## config.mk

```make
export PLATFORM = sky130hd
export DESIGN_NAME = dcache_top
export DESIGN_NICKNAME = d
export VERILOG_FILES = /design/src/common/dcache_pkg.sv /design/src/dcache/dcache_mem.sv /design/src/dcache/dcache_ctrl.sv /design/src/dcache/dcache_regs.sv /design/src/verilog/dcache_top.sv
export SDC_FILE = /design/constraint.sdc
export NUM_CORES = 2
export LEC_CHECK = 0
export ABC_AREA = 1
export BUFFER_PORTS_ARGS = -buffer_cell sky130_fd_sc_hd__buf_2
export CORE_MARGIN = 2
export CORE_UTILIZATION = 60
export CTS_CLUSTER_DIAMETER = 40
export DETAILED_ROUTE_END_ITERATION = 6
export PLACE_DENSITY = 0.78
export SYNTH_ARGS = -nofsm -noshare
export SYNTH_HDL_FRONTEND = slang
export SYNTH_SLANG_ARGS = --single-unit
```

## constraint.sdc

```tcl
create_clock -name clock -period 7.3 [get_ports clock]
set_input_delay 1.46 -clock clock [delete_from_list [all_inputs] [get_ports clock]]
set_output_delay 1.46 -clock clock [all_outputs]
set_load 0.01 [all_outputs]
```

## src/common/dcache_pkg.sv

```systemverilog
// data cache shared definitions
package dcache_pkg;

  // address split: tag | index | byte offset
  localparam int ADDR_W         = 16;
  localparam int TAG_W          = 8;
  localparam int IDX_W          = 5;
  localparam int OFS_W          = 3;
  localparam int NUM_LINES      = 32;
  localparam int LINE_W         = 64;
  localparam int BYTES_PER_LINE = 8;

  // slots the memory side can hold before it returns a credit
  localparam int MEM_CREDITS = 2;
  localparam int CREDIT_W    = $clog2(MEM_CREDITS + 1);

  typedef enum logic [1:0] {
    REG_CTRL   = 2'd0,
    REG_HITS   = 2'd1,
    REG_MISSES = 2'd2,
    REG_WBACKS = 2'd3
  } cfg_addr_e;

  typedef struct packed {
    logic                      write;
    logic [ADDR_W-1:0]         addr;
    logic [LINE_W-1:0]         wdata;
    logic [BYTES_PER_LINE-1:0] byte_en;
  } cpu_req_t;

  typedef struct packed {
    logic [LINE_W-1:0] rdata;
    logic              hit;
  } cpu_rsp_t;

  // addr is always line aligned
  typedef struct packed {
    logic                      write;
    logic [ADDR_W-1:0]         addr;
    logic [LINE_W-1:0]         wdata;
    logic [BYTES_PER_LINE-1:0] byte_en;
  } mem_req_t;

  typedef struct packed {
    logic [LINE_W-1:0] data;
  } mem_rsp_t;

  // one-cycle pulses toward the counters
  typedef struct packed {
    logic hit;
    logic miss;
    logic wback;
  } cache_event_t;

  // replace the enabled bytes of a line
  function automatic logic [LINE_W-1:0] merge_bytes(
    input logic [LINE_W-1:0]         old_line,
    input logic [LINE_W-1:0]         new_data,
    input logic [BYTES_PER_LINE-1:0] mask
  );
    logic [LINE_W-1:0] result;
    result = old_line;
    for (int b = 0; b < BYTES_PER_LINE; b++) begin
      if (mask[b]) begin
        result[8*b +: 8] = new_data[8*b +: 8];
      end
    end
    return result;
  endfunction

  function automatic logic [ADDR_W-1:0] line_addr(
    input logic [TAG_W-1:0] tag,
    input logic [IDX_W-1:0] idx
  );
    return {tag, idx, {OFS_W{1'b0}}};
  endfunction

endpackage

```

## src/dcache/dcache_mem.sv

```systemverilog
// data cache line storage
`timescale 1ns/1ps

module dcache_mem import dcache_pkg::*; (
  input  logic              clock,
  input  logic              reset,
  // lookup port, also selects the line for store and refill
  input  logic [IDX_W-1:0]  lookup_idx,
  input  logic [TAG_W-1:0]  lookup_tag,
  output logic              lookup_hit,
  output logic [LINE_W-1:0] lookup_data,
  output logic              victim_dirty,
  output logic [TAG_W-1:0]  victim_tag,
  // store port
  input  logic              store_en,
  input  logic [LINE_W-1:0] store_data,
  input  logic [7:0]        store_mask,
  // refill port
  input  logic              refill_en,
  input  logic [LINE_W-1:0] refill_data,
  input  logic              refill_dirty
);

  logic [LINE_W-1:0]    data_q [NUM_LINES];
  logic [TAG_W-1:0]     tag_q  [NUM_LINES];
  logic [NUM_LINES-1:0] valid_q;
  logic [NUM_LINES-1:0] dirty_q;

  logic [LINE_W-1:0] cur_line;
  logic [TAG_W-1:0]  cur_tag;
  logic              cur_valid;
  logic              cur_dirty;

  assign cur_line  = data_q[lookup_idx];
  assign cur_tag   = tag_q[lookup_idx];
  assign cur_valid = valid_q[lookup_idx];
  assign cur_dirty = dirty_q[lookup_idx];

  // combinational lookup in the request cycle
  assign lookup_hit  = cur_valid && (cur_tag == lookup_tag);
  assign lookup_data = cur_line;

  // the line sitting at the index is the one a refill would evict
  assign victim_dirty = cur_valid && cur_dirty;
  assign victim_tag   = cur_tag;

  // valid and dirty flags
  always_ff @(posedge clock) begin
    if (reset) begin
      valid_q <= '0;
      dirty_q <= '0;
    end else if (refill_en) begin
      valid_q[lookup_idx] <= 1'b1;
      dirty_q[lookup_idx] <= refill_dirty;
    end else if (store_en) begin
      dirty_q[lookup_idx] <= 1'b1;
    end
  end

  // line payload and tags
  always_ff @(posedge clock) begin
    if (refill_en) begin
      data_q[lookup_idx] <= refill_data;
      tag_q[lookup_idx]  <= lookup_tag;
    end else if (store_en) begin
      data_q[lookup_idx] <= merge_bytes(cur_line, store_data, store_mask);
    end
  end

  // the controller serializes stores and refills
  a_one_write_port: assert property (
    @(posedge clock) disable iff (reset)
    !(store_en && refill_en)
  ) else $error("dcache_mem: store and refill in the same cycle");

  // a store on a miss would corrupt another address's line
  a_store_on_hit: assert property (
    @(posedge clock) disable iff (reset)
    store_en |-> lookup_hit
  ) else $error("dcache_mem: store without a hit");

endmodule

```

## src/dcache/dcache_ctrl.sv

```systemverilog
// data cache controller
`timescale 1ns/1ps

module dcache_ctrl import dcache_pkg::*; (
  input  logic              clock,
  input  logic              reset,
  // client side
  input  logic              req_valid,
  output logic              req_ready,
  input  cpu_req_t          req,
  output logic              rsp_valid,
  output cpu_rsp_t          rsp,
  // memory side
  output logic              mem_req_valid,
  output mem_req_t          mem_req,
  input  logic              mem_credit_return,
  input  logic              mem_rsp_valid,
  input  mem_rsp_t          mem_rsp,
  input  logic              write_allocate,
  // storage side
  output logic [IDX_W-1:0]  lookup_idx,
  output logic [TAG_W-1:0]  lookup_tag,
  input  logic              lookup_hit,
  input  logic [LINE_W-1:0] lookup_data,
  input  logic              victim_dirty,
  input  logic [TAG_W-1:0]  victim_tag,
  output logic              store_en,
  output logic [LINE_W-1:0] store_data,
  output logic [7:0]        store_mask,
  output logic              refill_en,
  output logic [LINE_W-1:0] refill_data,
  output logic              refill_dirty,
  output cache_event_t      events
);

  typedef enum logic [2:0] {
    IDLE, LOOKUP, WBACK, FETCH, WAIT_FILL, RESPOND
  } state_e;

  state_e              state_q, state_d;
  cpu_req_t            req_q;
  cpu_rsp_t            rsp_q;
  logic                ready_q;
  logic [CREDIT_W-1:0] credits_q;
  logic                accept;
  logic                have_credit;
  logic [ADDR_W-1:0]   cur_addr;
  logic [LINE_W-1:0]   fill_line;

  assign req_ready   = ready_q;
  assign accept      = req_valid && req_ready;
  assign have_credit = (credits_q != '0);

  // a new request is looked up directly and later states use the latched one
  assign cur_addr   = (state_q == IDLE) ? req.addr : req_q.addr;
  assign lookup_tag = cur_addr[ADDR_W-1 -: TAG_W];
  assign lookup_idx = cur_addr[OFS_W +: IDX_W];

  assign store_data = req.wdata;
  assign store_mask = req.byte_en;

  // a store miss installs the refilled line with its bytes already merged
  assign fill_line = req_q.write ? merge_bytes(mem_rsp.data, req_q.wdata, req_q.byte_en)
                                 : mem_rsp.data;
  assign refill_data  = fill_line;
  assign refill_dirty = req_q.write;

  assign rsp_valid = (state_q == RESPOND);
  assign rsp       = rsp_q;

  always_comb begin
    state_d       = state_q;
    mem_req_valid = 1'b0;
    mem_req       = '0;
    store_en      = 1'b0;
    refill_en     = 1'b0;
    events        = '0;
    case (state_q)
      IDLE: begin
        if (accept) begin
          events.hit  = lookup_hit;
          events.miss = !lookup_hit;
          store_en    = req.write && lookup_hit;
          state_d     = lookup_hit ? RESPOND : LOOKUP;
        end
      end
      LOOKUP: begin
        if (req_q.write && !write_allocate) begin
          // no-allocate store goes straight to memory
          if (have_credit) begin
            mem_req_valid   = 1'b1;
            mem_req.write   = 1'b1;
            mem_req.addr    = line_addr(lookup_tag, lookup_idx);
            mem_req.wdata   = req_q.wdata;
            mem_req.byte_en = req_q.byte_en;
            state_d         = RESPOND;
          end
        end else begin
          state_d = victim_dirty ? WBACK : FETCH;
        end
      end
      WBACK: begin
        if (have_credit) begin
          mem_req_valid   = 1'b1;
          mem_req.write   = 1'b1;
          mem_req.addr    = line_addr(victim_tag, lookup_idx);
          mem_req.wdata   = lookup_data;
          mem_req.byte_en = '1;
          events.wback    = 1'b1;
          state_d         = FETCH;
        end
      end
      FETCH: begin
        if (have_credit) begin
          mem_req_valid = 1'b1;
          mem_req.addr  = line_addr(lookup_tag, lookup_idx);
          state_d       = WAIT_FILL;
        end
      end
      WAIT_FILL: begin
        if (mem_rsp_valid) begin
          refill_en = 1'b1;
          state_d   = RESPOND;
        end
      end
      default: begin
        state_d = IDLE;
      end
    endcase
  end

  always_ff @(posedge clock) begin
    if (reset) begin
      state_q   <= IDLE;
      ready_q   <= 1'b0;
      credits_q <= CREDIT_W'(MEM_CREDITS);
    end else begin
      state_q   <= state_d;
      ready_q   <= (state_d == IDLE);
      credits_q <= credits_q - CREDIT_W'(mem_req_valid) + CREDIT_W'(mem_credit_return);
    end
  end

  // request and response payload
  always_ff @(posedge clock) begin
    if (accept) begin
      req_q <= req;
    end
    if (accept && lookup_hit) begin
      rsp_q.rdata <= req.write ? merge_bytes(lookup_data, req.wdata, req.byte_en)
                               : lookup_data;
      rsp_q.hit   <= 1'b1;
    end else if (state_q == LOOKUP && state_d == RESPOND) begin
      rsp_q <= '0;
    end else if (refill_en) begin
      rsp_q.rdata <= fill_line;
      rsp_q.hit   <= 1'b0;
    end
  end

  // memory must not return more credits than it was given
  a_credit_range: assert property (
    @(posedge clock) disable iff (reset)
    credits_q <= CREDIT_W'(MEM_CREDITS)
  ) else $error("dcache_ctrl: credit count out of range");

  // read data only ever answers the one refill in flight
  a_rsp_while_waiting: assert property (
    @(posedge clock) disable iff (reset)
    mem_rsp_valid |-> (state_q == WAIT_FILL)
  ) else $error("dcache_ctrl: memory response without a pending refill");

endmodule

```

## src/dcache/dcache_regs.sv

```systemverilog
// data cache control and counters
`timescale 1ns/1ps

module dcache_regs import dcache_pkg::*; (
  input  logic         clock,
  input  logic         reset,
  input  logic         cfg_wr_en,
  input  cfg_addr_e    cfg_addr,
  input  logic [31:0]  cfg_wdata,
  output logic [31:0]  cfg_rdata,
  input  cache_event_t events,
  output logic         write_allocate
);

  logic [31:0] count_q [1:3];
  logic [3:1]  event_vec;

  // slot i of event_vec pulses the counter at register address i
  assign event_vec = {events.wback, events.miss, events.hit};

  always_ff @(posedge clock) begin
    if (reset) begin
      write_allocate <= 1'b1;
    end else if (cfg_wr_en && cfg_addr == REG_CTRL) begin
      write_allocate <= cfg_wdata[0];
    end
  end

  // a clearing write beats a same-cycle event
  always_ff @(posedge clock) begin
    for (int i = 1; i < 4; i++) begin
      if (reset) begin
        count_q[i] <= '0;
      end else if (cfg_wr_en && cfg_addr == cfg_addr_e'(i)) begin
        count_q[i] <= '0;
      end else if (event_vec[i]) begin
        count_q[i] <= count_q[i] + 32'd1;
      end
    end
  end

  always_comb begin
    case (cfg_addr)
      REG_CTRL:   cfg_rdata = {31'b0, write_allocate};
      REG_HITS:   cfg_rdata = count_q[1];
      REG_MISSES: cfg_rdata = count_q[2];
      default:    cfg_rdata = count_q[3];
    endcase
  end

endmodule

```

## src/verilog/dcache_top.sv

```systemverilog
// write-back data cache top
`timescale 1ns/1ps

module dcache_top import dcache_pkg::*; (
  input  logic        clock,
  input  logic        reset,
  input  logic        req_valid,
  output logic        req_ready,
  input  cpu_req_t    req,
  output logic        rsp_valid,
  output cpu_rsp_t    rsp,
  output logic        mem_req_valid,
  output mem_req_t    mem_req,
  input  logic        mem_credit_return,
  input  logic        mem_rsp_valid,
  input  mem_rsp_t    mem_rsp,
  input  logic        cfg_wr_en,
  input  cfg_addr_e   cfg_addr,
  input  logic [31:0] cfg_wdata,
  output logic [31:0] cfg_rdata
);

  logic [IDX_W-1:0]  lookup_idx;
  logic [TAG_W-1:0]  lookup_tag;
  logic              lookup_hit;
  logic [LINE_W-1:0] lookup_data;
  logic              victim_dirty;
  logic [TAG_W-1:0]  victim_tag;
  logic              store_en;
  logic [LINE_W-1:0] store_data;
  logic [7:0]        store_mask;
  logic              refill_en;
  logic [LINE_W-1:0] refill_data;
  logic              refill_dirty;
  logic              write_allocate;
  cache_event_t      events;

  dcache_ctrl i_dcache_ctrl (
    .clock, .reset,
    .req_valid, .req_ready, .req, .rsp_valid, .rsp,
    .mem_req_valid, .mem_req, .mem_credit_return, .mem_rsp_valid, .mem_rsp,
    .write_allocate,
    .lookup_idx, .lookup_tag, .lookup_hit, .lookup_data, .victim_dirty, .victim_tag,
    .store_en, .store_data, .store_mask,
    .refill_en, .refill_data, .refill_dirty,
    .events
  );

  dcache_mem i_dcache_mem (
    .clock, .reset,
    .lookup_idx, .lookup_tag, .lookup_hit, .lookup_data, .victim_dirty, .victim_tag,
    .store_en, .store_data, .store_mask,
    .refill_en, .refill_data, .refill_dirty
  );

  dcache_regs i_dcache_regs (
    .clock, .reset,
    .cfg_wr_en, .cfg_addr, .cfg_wdata, .cfg_rdata,
    .events, .write_allocate
  );

endmodule

```

After elaboration in Yosys (flattened, before gate mapping) --
Memories as Yosys holds them, arrays and structs flattened. Cells that the tools add are included.
Word-level totals: output and inout port bits 189, logic and storage cells 172, ROM bits 0, bits in latches 0, register bits 225, bits in writable memories 2400, memories 3
Memory list:
- i_dcache_mem.data_q | words 32, bits a word 64, read ports 1, clocked after Yosys merged registers in 0, wr ports 1, line dcache_mem.sv:24 | logic [LINE_W-1:0] data_q [NUM_LINES];
- i_dcache_mem.tag_q | words 32, bits a word 8, read ports 1, clocked after Yosys merged registers in 0, wr ports 1, line dcache_mem.sv:25 | logic [TAG_W-1:0] tag_q [NUM_LINES];
- i_dcache_regs.count_q | words 3, bits a word 32, read ports 3, clocked after Yosys merged registers in 0, wr ports 3, line dcache_regs.sv:15 | logic [31:0] count_q [1:3];
Cells by class: $lt $le $gt $ge 2, eq/ne operators 10, multiply operators 0, div/mod/pow operators 0, shifts and indexed selects 0, reduce and logical (&&, ||, !) cells 22, mux-type cells 109, bitwise logic cells 9, add/sub/neg operators 5
Operator list (number):
- 89-bit 2-to-1 mux | 3
- 32-bit 2-to-1 mux | 8
- 8-bit 2-to-1 mux | 32
- 65-bit 2-to-1 mux | 3
- 64-bit 2-to-1 mux | 3
- 72-bit one-hot mux with 2 select lines | 1
- 32-bit by 1-bit adder with 32-bit output, second input constant | 3
- 32-bit one-hot mux with 3 select lines | 1
- 32-bit bitwise OR | 2
- 16-bit one-hot mux with 3 select lines | 1
- 1-bit 2-to-1 mux | 39
- 32-bit bitwise mux | 1
- 16-bit 2-to-1 mux | 2
- 3-bit 2-to-1 mux | 7
- 3-bit one-hot mux with 5 select lines | 1
- 1-bit logical AND | 12
- 1-bit binary-select mux with 5-bit select | 2
- 3-bit == test, second input constant | 3
- 8-bit == test | 1
- 1-bit bitwise OR | 7
- 3-bit by 2-bit == test with 1-bit output, second input constant | 2
- 3-bit zero test | 2
- 5-bit by 6-bit < comparator with 1-bit output, second input constant | 1
- 2-bit nonzero test | 3
- other kinds (13) | 17

Logic depth before layout (Yosys ltp) --
depth in word-level cells 13, mapped depth 24, gate-level depth less buffers 21

Modules after synthesis --
A second synthesis with hierarchy kept.
Second synthesis, totals: cell total of the unflattened synthesis 8525, area total of the unflattened synthesis 106475.9 µm²
By module, submodules not included:
- dcache_mem | instances 1, area each 90862.1 µm², cells each 6584
- dcache_ctrl | instances 1, area each 9044.9 µm², cells each 1038
- dcache_regs | instances 1, area each 6568.8 µm², cells each 903

Worst setup path after synthesis --
Ideal clock, no wire load.
path type input to register, from input req[75] (netlist bit), to memory i_dcache_mem.data_q[10][0] (enable), path slack 0.617 ns, path buffers 3, setup time 0.487 ns, data arrival time 6.197 ns, stages 22, required time 6.813 ns, path through inv_1 -> nand3_1 -> nand2_4 -> buf_6 -> buf_6 -> nand2_1 -> nand2_1 -> nand2_1 -> nand2_1 -> nand2_1 -> nand2_1 -> nor2_1 -> nand3_1 -> nand2_1 -> nor2_1 -> nand3_1 -> nor2_2 -> nand3_1 -> nand2_1 -> inv_2 -> clkbuf_1 -> nor2_1
On the way: word-level cells in the longest chain between the ends 11, elaborated cells between the ends (all ways) 13, classes of those cells eq/ne: 1; mux: 8; bitwise: 1; reduce/logical: 2; memory: 1
RTL lines:
- start, declared | line dcache_top.sv:9 | input cpu_req_t req,
- 16-bit 2-to-1 mux (*) | line dcache_ctrl.sv:55 | assign cur_addr = (state_q == IDLE) ? req.addr : req_q.addr;
- memory read 32 x 8 bit or 1-bit binary-select mux with 5-bit select (tied branches)
- 8-bit == test or 1-bit 2-to-1 mux (tied branches) | line dcache_mem.sv:40, dcache_mem.sv:36
- 1-bit logical AND | line dcache_mem.sv:40 | assign lookup_hit = cur_valid && (cur_tag == lookup_tag);
- 1-bit logical AND | line dcache_ctrl.sv:83 | store_en = req.write && lookup_hit;
- 1-bit 2-to-1 mux | line dcache_ctrl.sv:80 | if (accept) begin
- 1-bit 2-to-1 mux | line dcache_ctrl.sv:78 | case (state_q)
- 1-bit 2-to-1 mux | line dcache_mem.sv:65 | end else if (store_en) begin
- 1-bit 2-to-1 mux | line dcache_mem.sv:62 | if (refill_en) begin
- 1-bit 2-to-1 mux (not written as such) | line dcache_mem.sv:66 | data_q[lookup_idx] <= merge_bytes(cur_line, store_data, store_mask);
- 1-bit bitwise OR (no line)
- end, declared | line dcache_mem.sv:24
Mark *: on every way between the ends. The rest lies on a longest branch, timed or not. The select of a mux whose other input is x is not followed.

==> results.cfg <==
[clock_network]
ctsRootBufferMaster = clkbuf_16
path_clk_slew_ns = 0.06
cts.sinks = 2622
cts_tree = done
clk_latency_ns = 0.97
cts-resized-gates = 0
postCtsHoldBufs = 0
cts_setup_buffers = 0
htreeDepth = 5
clockBufferDepth = 4
cts_buffers = 325

[detailed_routing]
vias_per_cell = 6.575
drt_iter0_drc = 11464
drtAntennaViolNets = 0
wirelength_mm = 313.8
post_drt_wl_per_cell_um = 28.07
drt_first_pass_iters = 6
vias = 73504
drc = 0

[timing]
hold_viol_final = 0
setup_tns_ns = 0
timing.final.max_slew_violations = 0
fmax_mhz = 143.3
fin_worst_skew_ns = 0.07491
period_needed_ns = 6.979
final-setup-viol-count = 0
rsz0062_at_grt = false
fin_crit_sh_pct = 95.60
maxSlewHeadroom_pct = 16.91
worst_pin_slew_ns = 1.246

[floorplanning]
ios = 382
row_count = 154
initial_core_util_pct = 60.29
dieWidth_um = 424.2
core-area_mm2 = 0.1757
die_h_um = 424.2
dieArea_mm2 = 0.1800

[cells_and_area]
nets = 8789
fill_cells = 11030
drive_gt1_share_pct = 16.13
area_growth_pct = 15.57
fin_util_pct = 69.68
final_cell_area_mm2 = 0.1224

[logic_synthesis]
synth_top_family_by_area = compound AO/OA/AOI/OAI gates
synth-compound-area-share_pct = 12.70
synth.most_common_cell = edfxtp_1
synth_ff_type = edfxtp_1
yosys-top-cells-count = edfxtp_1 (2,550), nand2_1 (1,330), a22oi_1 (1,024), a21oi_1 (545), inv_1 (506)
avgSynthCellArea_um2 = 13.07
synth.distinct_cells = 44
syn_inst = 8106
synth_edf_count = 2550
synthArstFlopShare_pct = 0
synth_xor_area_share_pct = 0.2480
yosys.area.top_type = edfxtp_1
synthTopCellsByArea = edfxtp_1 (72%), a22oi_1 (7.3%), nand2_1 (4.7%)
synth_mux_area_share_pct = 0
synth_simple_gate_area_share_pct = 9.606
ys_seq_area_share_pct = 73.64
synth_top_area_share_pct = 72.28
synthAdderAreaFrac_pct = 0.05905
ys_ff_latch = 2622
syn_area_mm2 = 0.1059
yosys_warnings = 0

[placed_design]
post_dp_cell_area_mm2 = 0.1119
dpl.hpwl_mm = 176.2
place_congestion = 0.9320
portBuffers = 344

[critical_path]
rrSetupSlack_ns = 1.35
worstSetupEndpointType = output port
rr_startpoint = i_dcache_ctrl.state_q[1]
required_ns = 5.84
cp_common_cell = nand2_1
worst_setup_path_start_kind = register
crit_type = register to output port
cpMaxStageDelayCell = nor2_4
cpPeakStageDelay_ns = 0.86
reg2reg_depth = 22
path_cells = nor2_4 -> nand2_4 -> nand2_1 -> buf_4 -> nand2_4 -> nor2_4 -> buf_4 -> a22oi_1 -> a21oi_1 -> or2_2 -> nor2_1 -> nand2_1 -> nand2_1 -> o21ai_0 -> buf_2
critical_path.top_delay_family = simple AND/OR/NAND/NOR gates
cp.arrival_ns = 5.52
r2r_end = i_dcache_mem.data_q[23][55]
cp_max_fo = 35
cp_num_buf_inv = 3

[global_route]
grt_pass1_vias = 71961
antenna_found_initial = 13
grt_max_degree = 88
grt_overflow = 0
grtUsageTotal_pct = 34.05
grt_pass1_wl_mm = 452.6

[power_and_ir_drop]
p_per_area_mw_per_mm2 = 423.5
peakVddDrop_uv = 336.6
leakage_nw = 44.25
power.total_w = 0.05186

[worst_hold_path]
holdCritPathClass = register to register
holdPathEnd = i_dcache_mem.valid_q[22]
min-delay-start = i_dcache_mem.valid_q[22]
holdPathStages = 2

[job]
maxCapViolations = 0

[outcome]
status = complete, no violations
[flip-flops by register name, summed over array words and instances (netlist names)]
register                      flops
i_dcache_ctrl.refill_dirty        1
i_dcache_regs.write_allocate      1
i_dcache_ctrl.req_ready           1
i_dcache_ctrl.state_q             3
i_dcache_ctrl.credits_q           2
i_dcache_ctrl.rsp                65
i_dcache_mem.dirty_q             32
i_dcache_regs.count_q            96
i_dcache_mem.data_q            2048
i_dcache_ctrl.req_q              85
i_dcache_mem.tag_q              256
i_dcache_mem.valid_q             32
[how the worst max path moves through the flow]
stage,startpoint,end,slack [ns],cells past startpoint
after floorplan,req[75],i_dcache_mem.data_q[10][0],0.62,22
after global placement,req[75],i_dcache_mem.data_q[23][51],0.91,24
after detailed placement,req[75],i_dcache_mem.data_q[23][55],0.83,24
after CTS,i_dcache_ctrl.state_q[1],mem_req[51],0.46,15
after global routing,i_dcache_ctrl.state_q[1],mem_req[51],0.29,15
final,i_dcache_ctrl.state_q[1],mem_req[51],0.32,15
[report_power, final]
part | switching [W] | internal (W)
combinational | 0.0131 | 0.00536
sequential | 0.000117 | 0.0174
clock | 0.00628 | 0.00957
total | 0.0195 | 0.0324
[through the flow]
stage,cells,hold slack (ns),worst slack (ns)
floorplan,8108,0.4308,0.6166
global placement,10604,0.4396,0.9084
detailed placement,10604,0.4463,0.8284
CTS,11168,0.4551,0.4591
global route,11173,0.4747,0.2906
finish,11179,0.4615,0.3211
[per-layer routing]
layer | vias up | wire length, um | track usage (%)
li1 | 30994 | - | -
met1 | 35635 | 105700 | 43.33
met2 | 5786 | 146300 | 53.46
met3 | 1079 | 39900 | 7.833
met4 | 10 | 21780 | 21.20
met5 | - | 68 | 0
[worst register-to-register path, delay by kind of cell, from the launching register on]
family	cells	cell delay (ns)
buffers and inverters	4	1.24
flip-flops	1	0.37
AND/OR/NAND/NOR	18	4.00
[layout make-up]
| type | instances | area (um2) | area share, % |
|---|---|---|---|
| Antenna cell | 11 | 27.53 | 0.02248 |
| Clock buffer | 371 | 8411 | 6.869 |
| Clock inverter | 193 | 2150 | 1.756 |
| Inverter | 521 | 1982 | 1.619 |
| Multi-Input combinational cell | 4497 | 24310 | 19.85 |
| Sequential cell | 2622 | 78010 | 63.71 |
| Tap cell | 2340 | 2928 | 2.391 |
| Timing Repair Buffer | 624 | 4624 | 3.777 |
[placed cells by master (no fill, tap or decap), types with 224 or more instances in the layout]
cell type	count
a21oi_1	545
a22oi_1	1024
buf_2	344
clkbuf_16	328
edfxtp_1	2550
inv_1	504
nand2_1	1325
nand3_1	282
nor2_1	330
o21ai_0	286
or2_2	224
[logic make-up after synthesis]
family                     Yosys count
adders and majority gates            5
buffers and inverters              989
other                                1
and+or+nand+nor                   2361
AOI/OAI and AO/OA                 2098
xor gates and xnor gates            30
DFF                               2622
No activity file was read; power rests on OpenSTA's default activity.
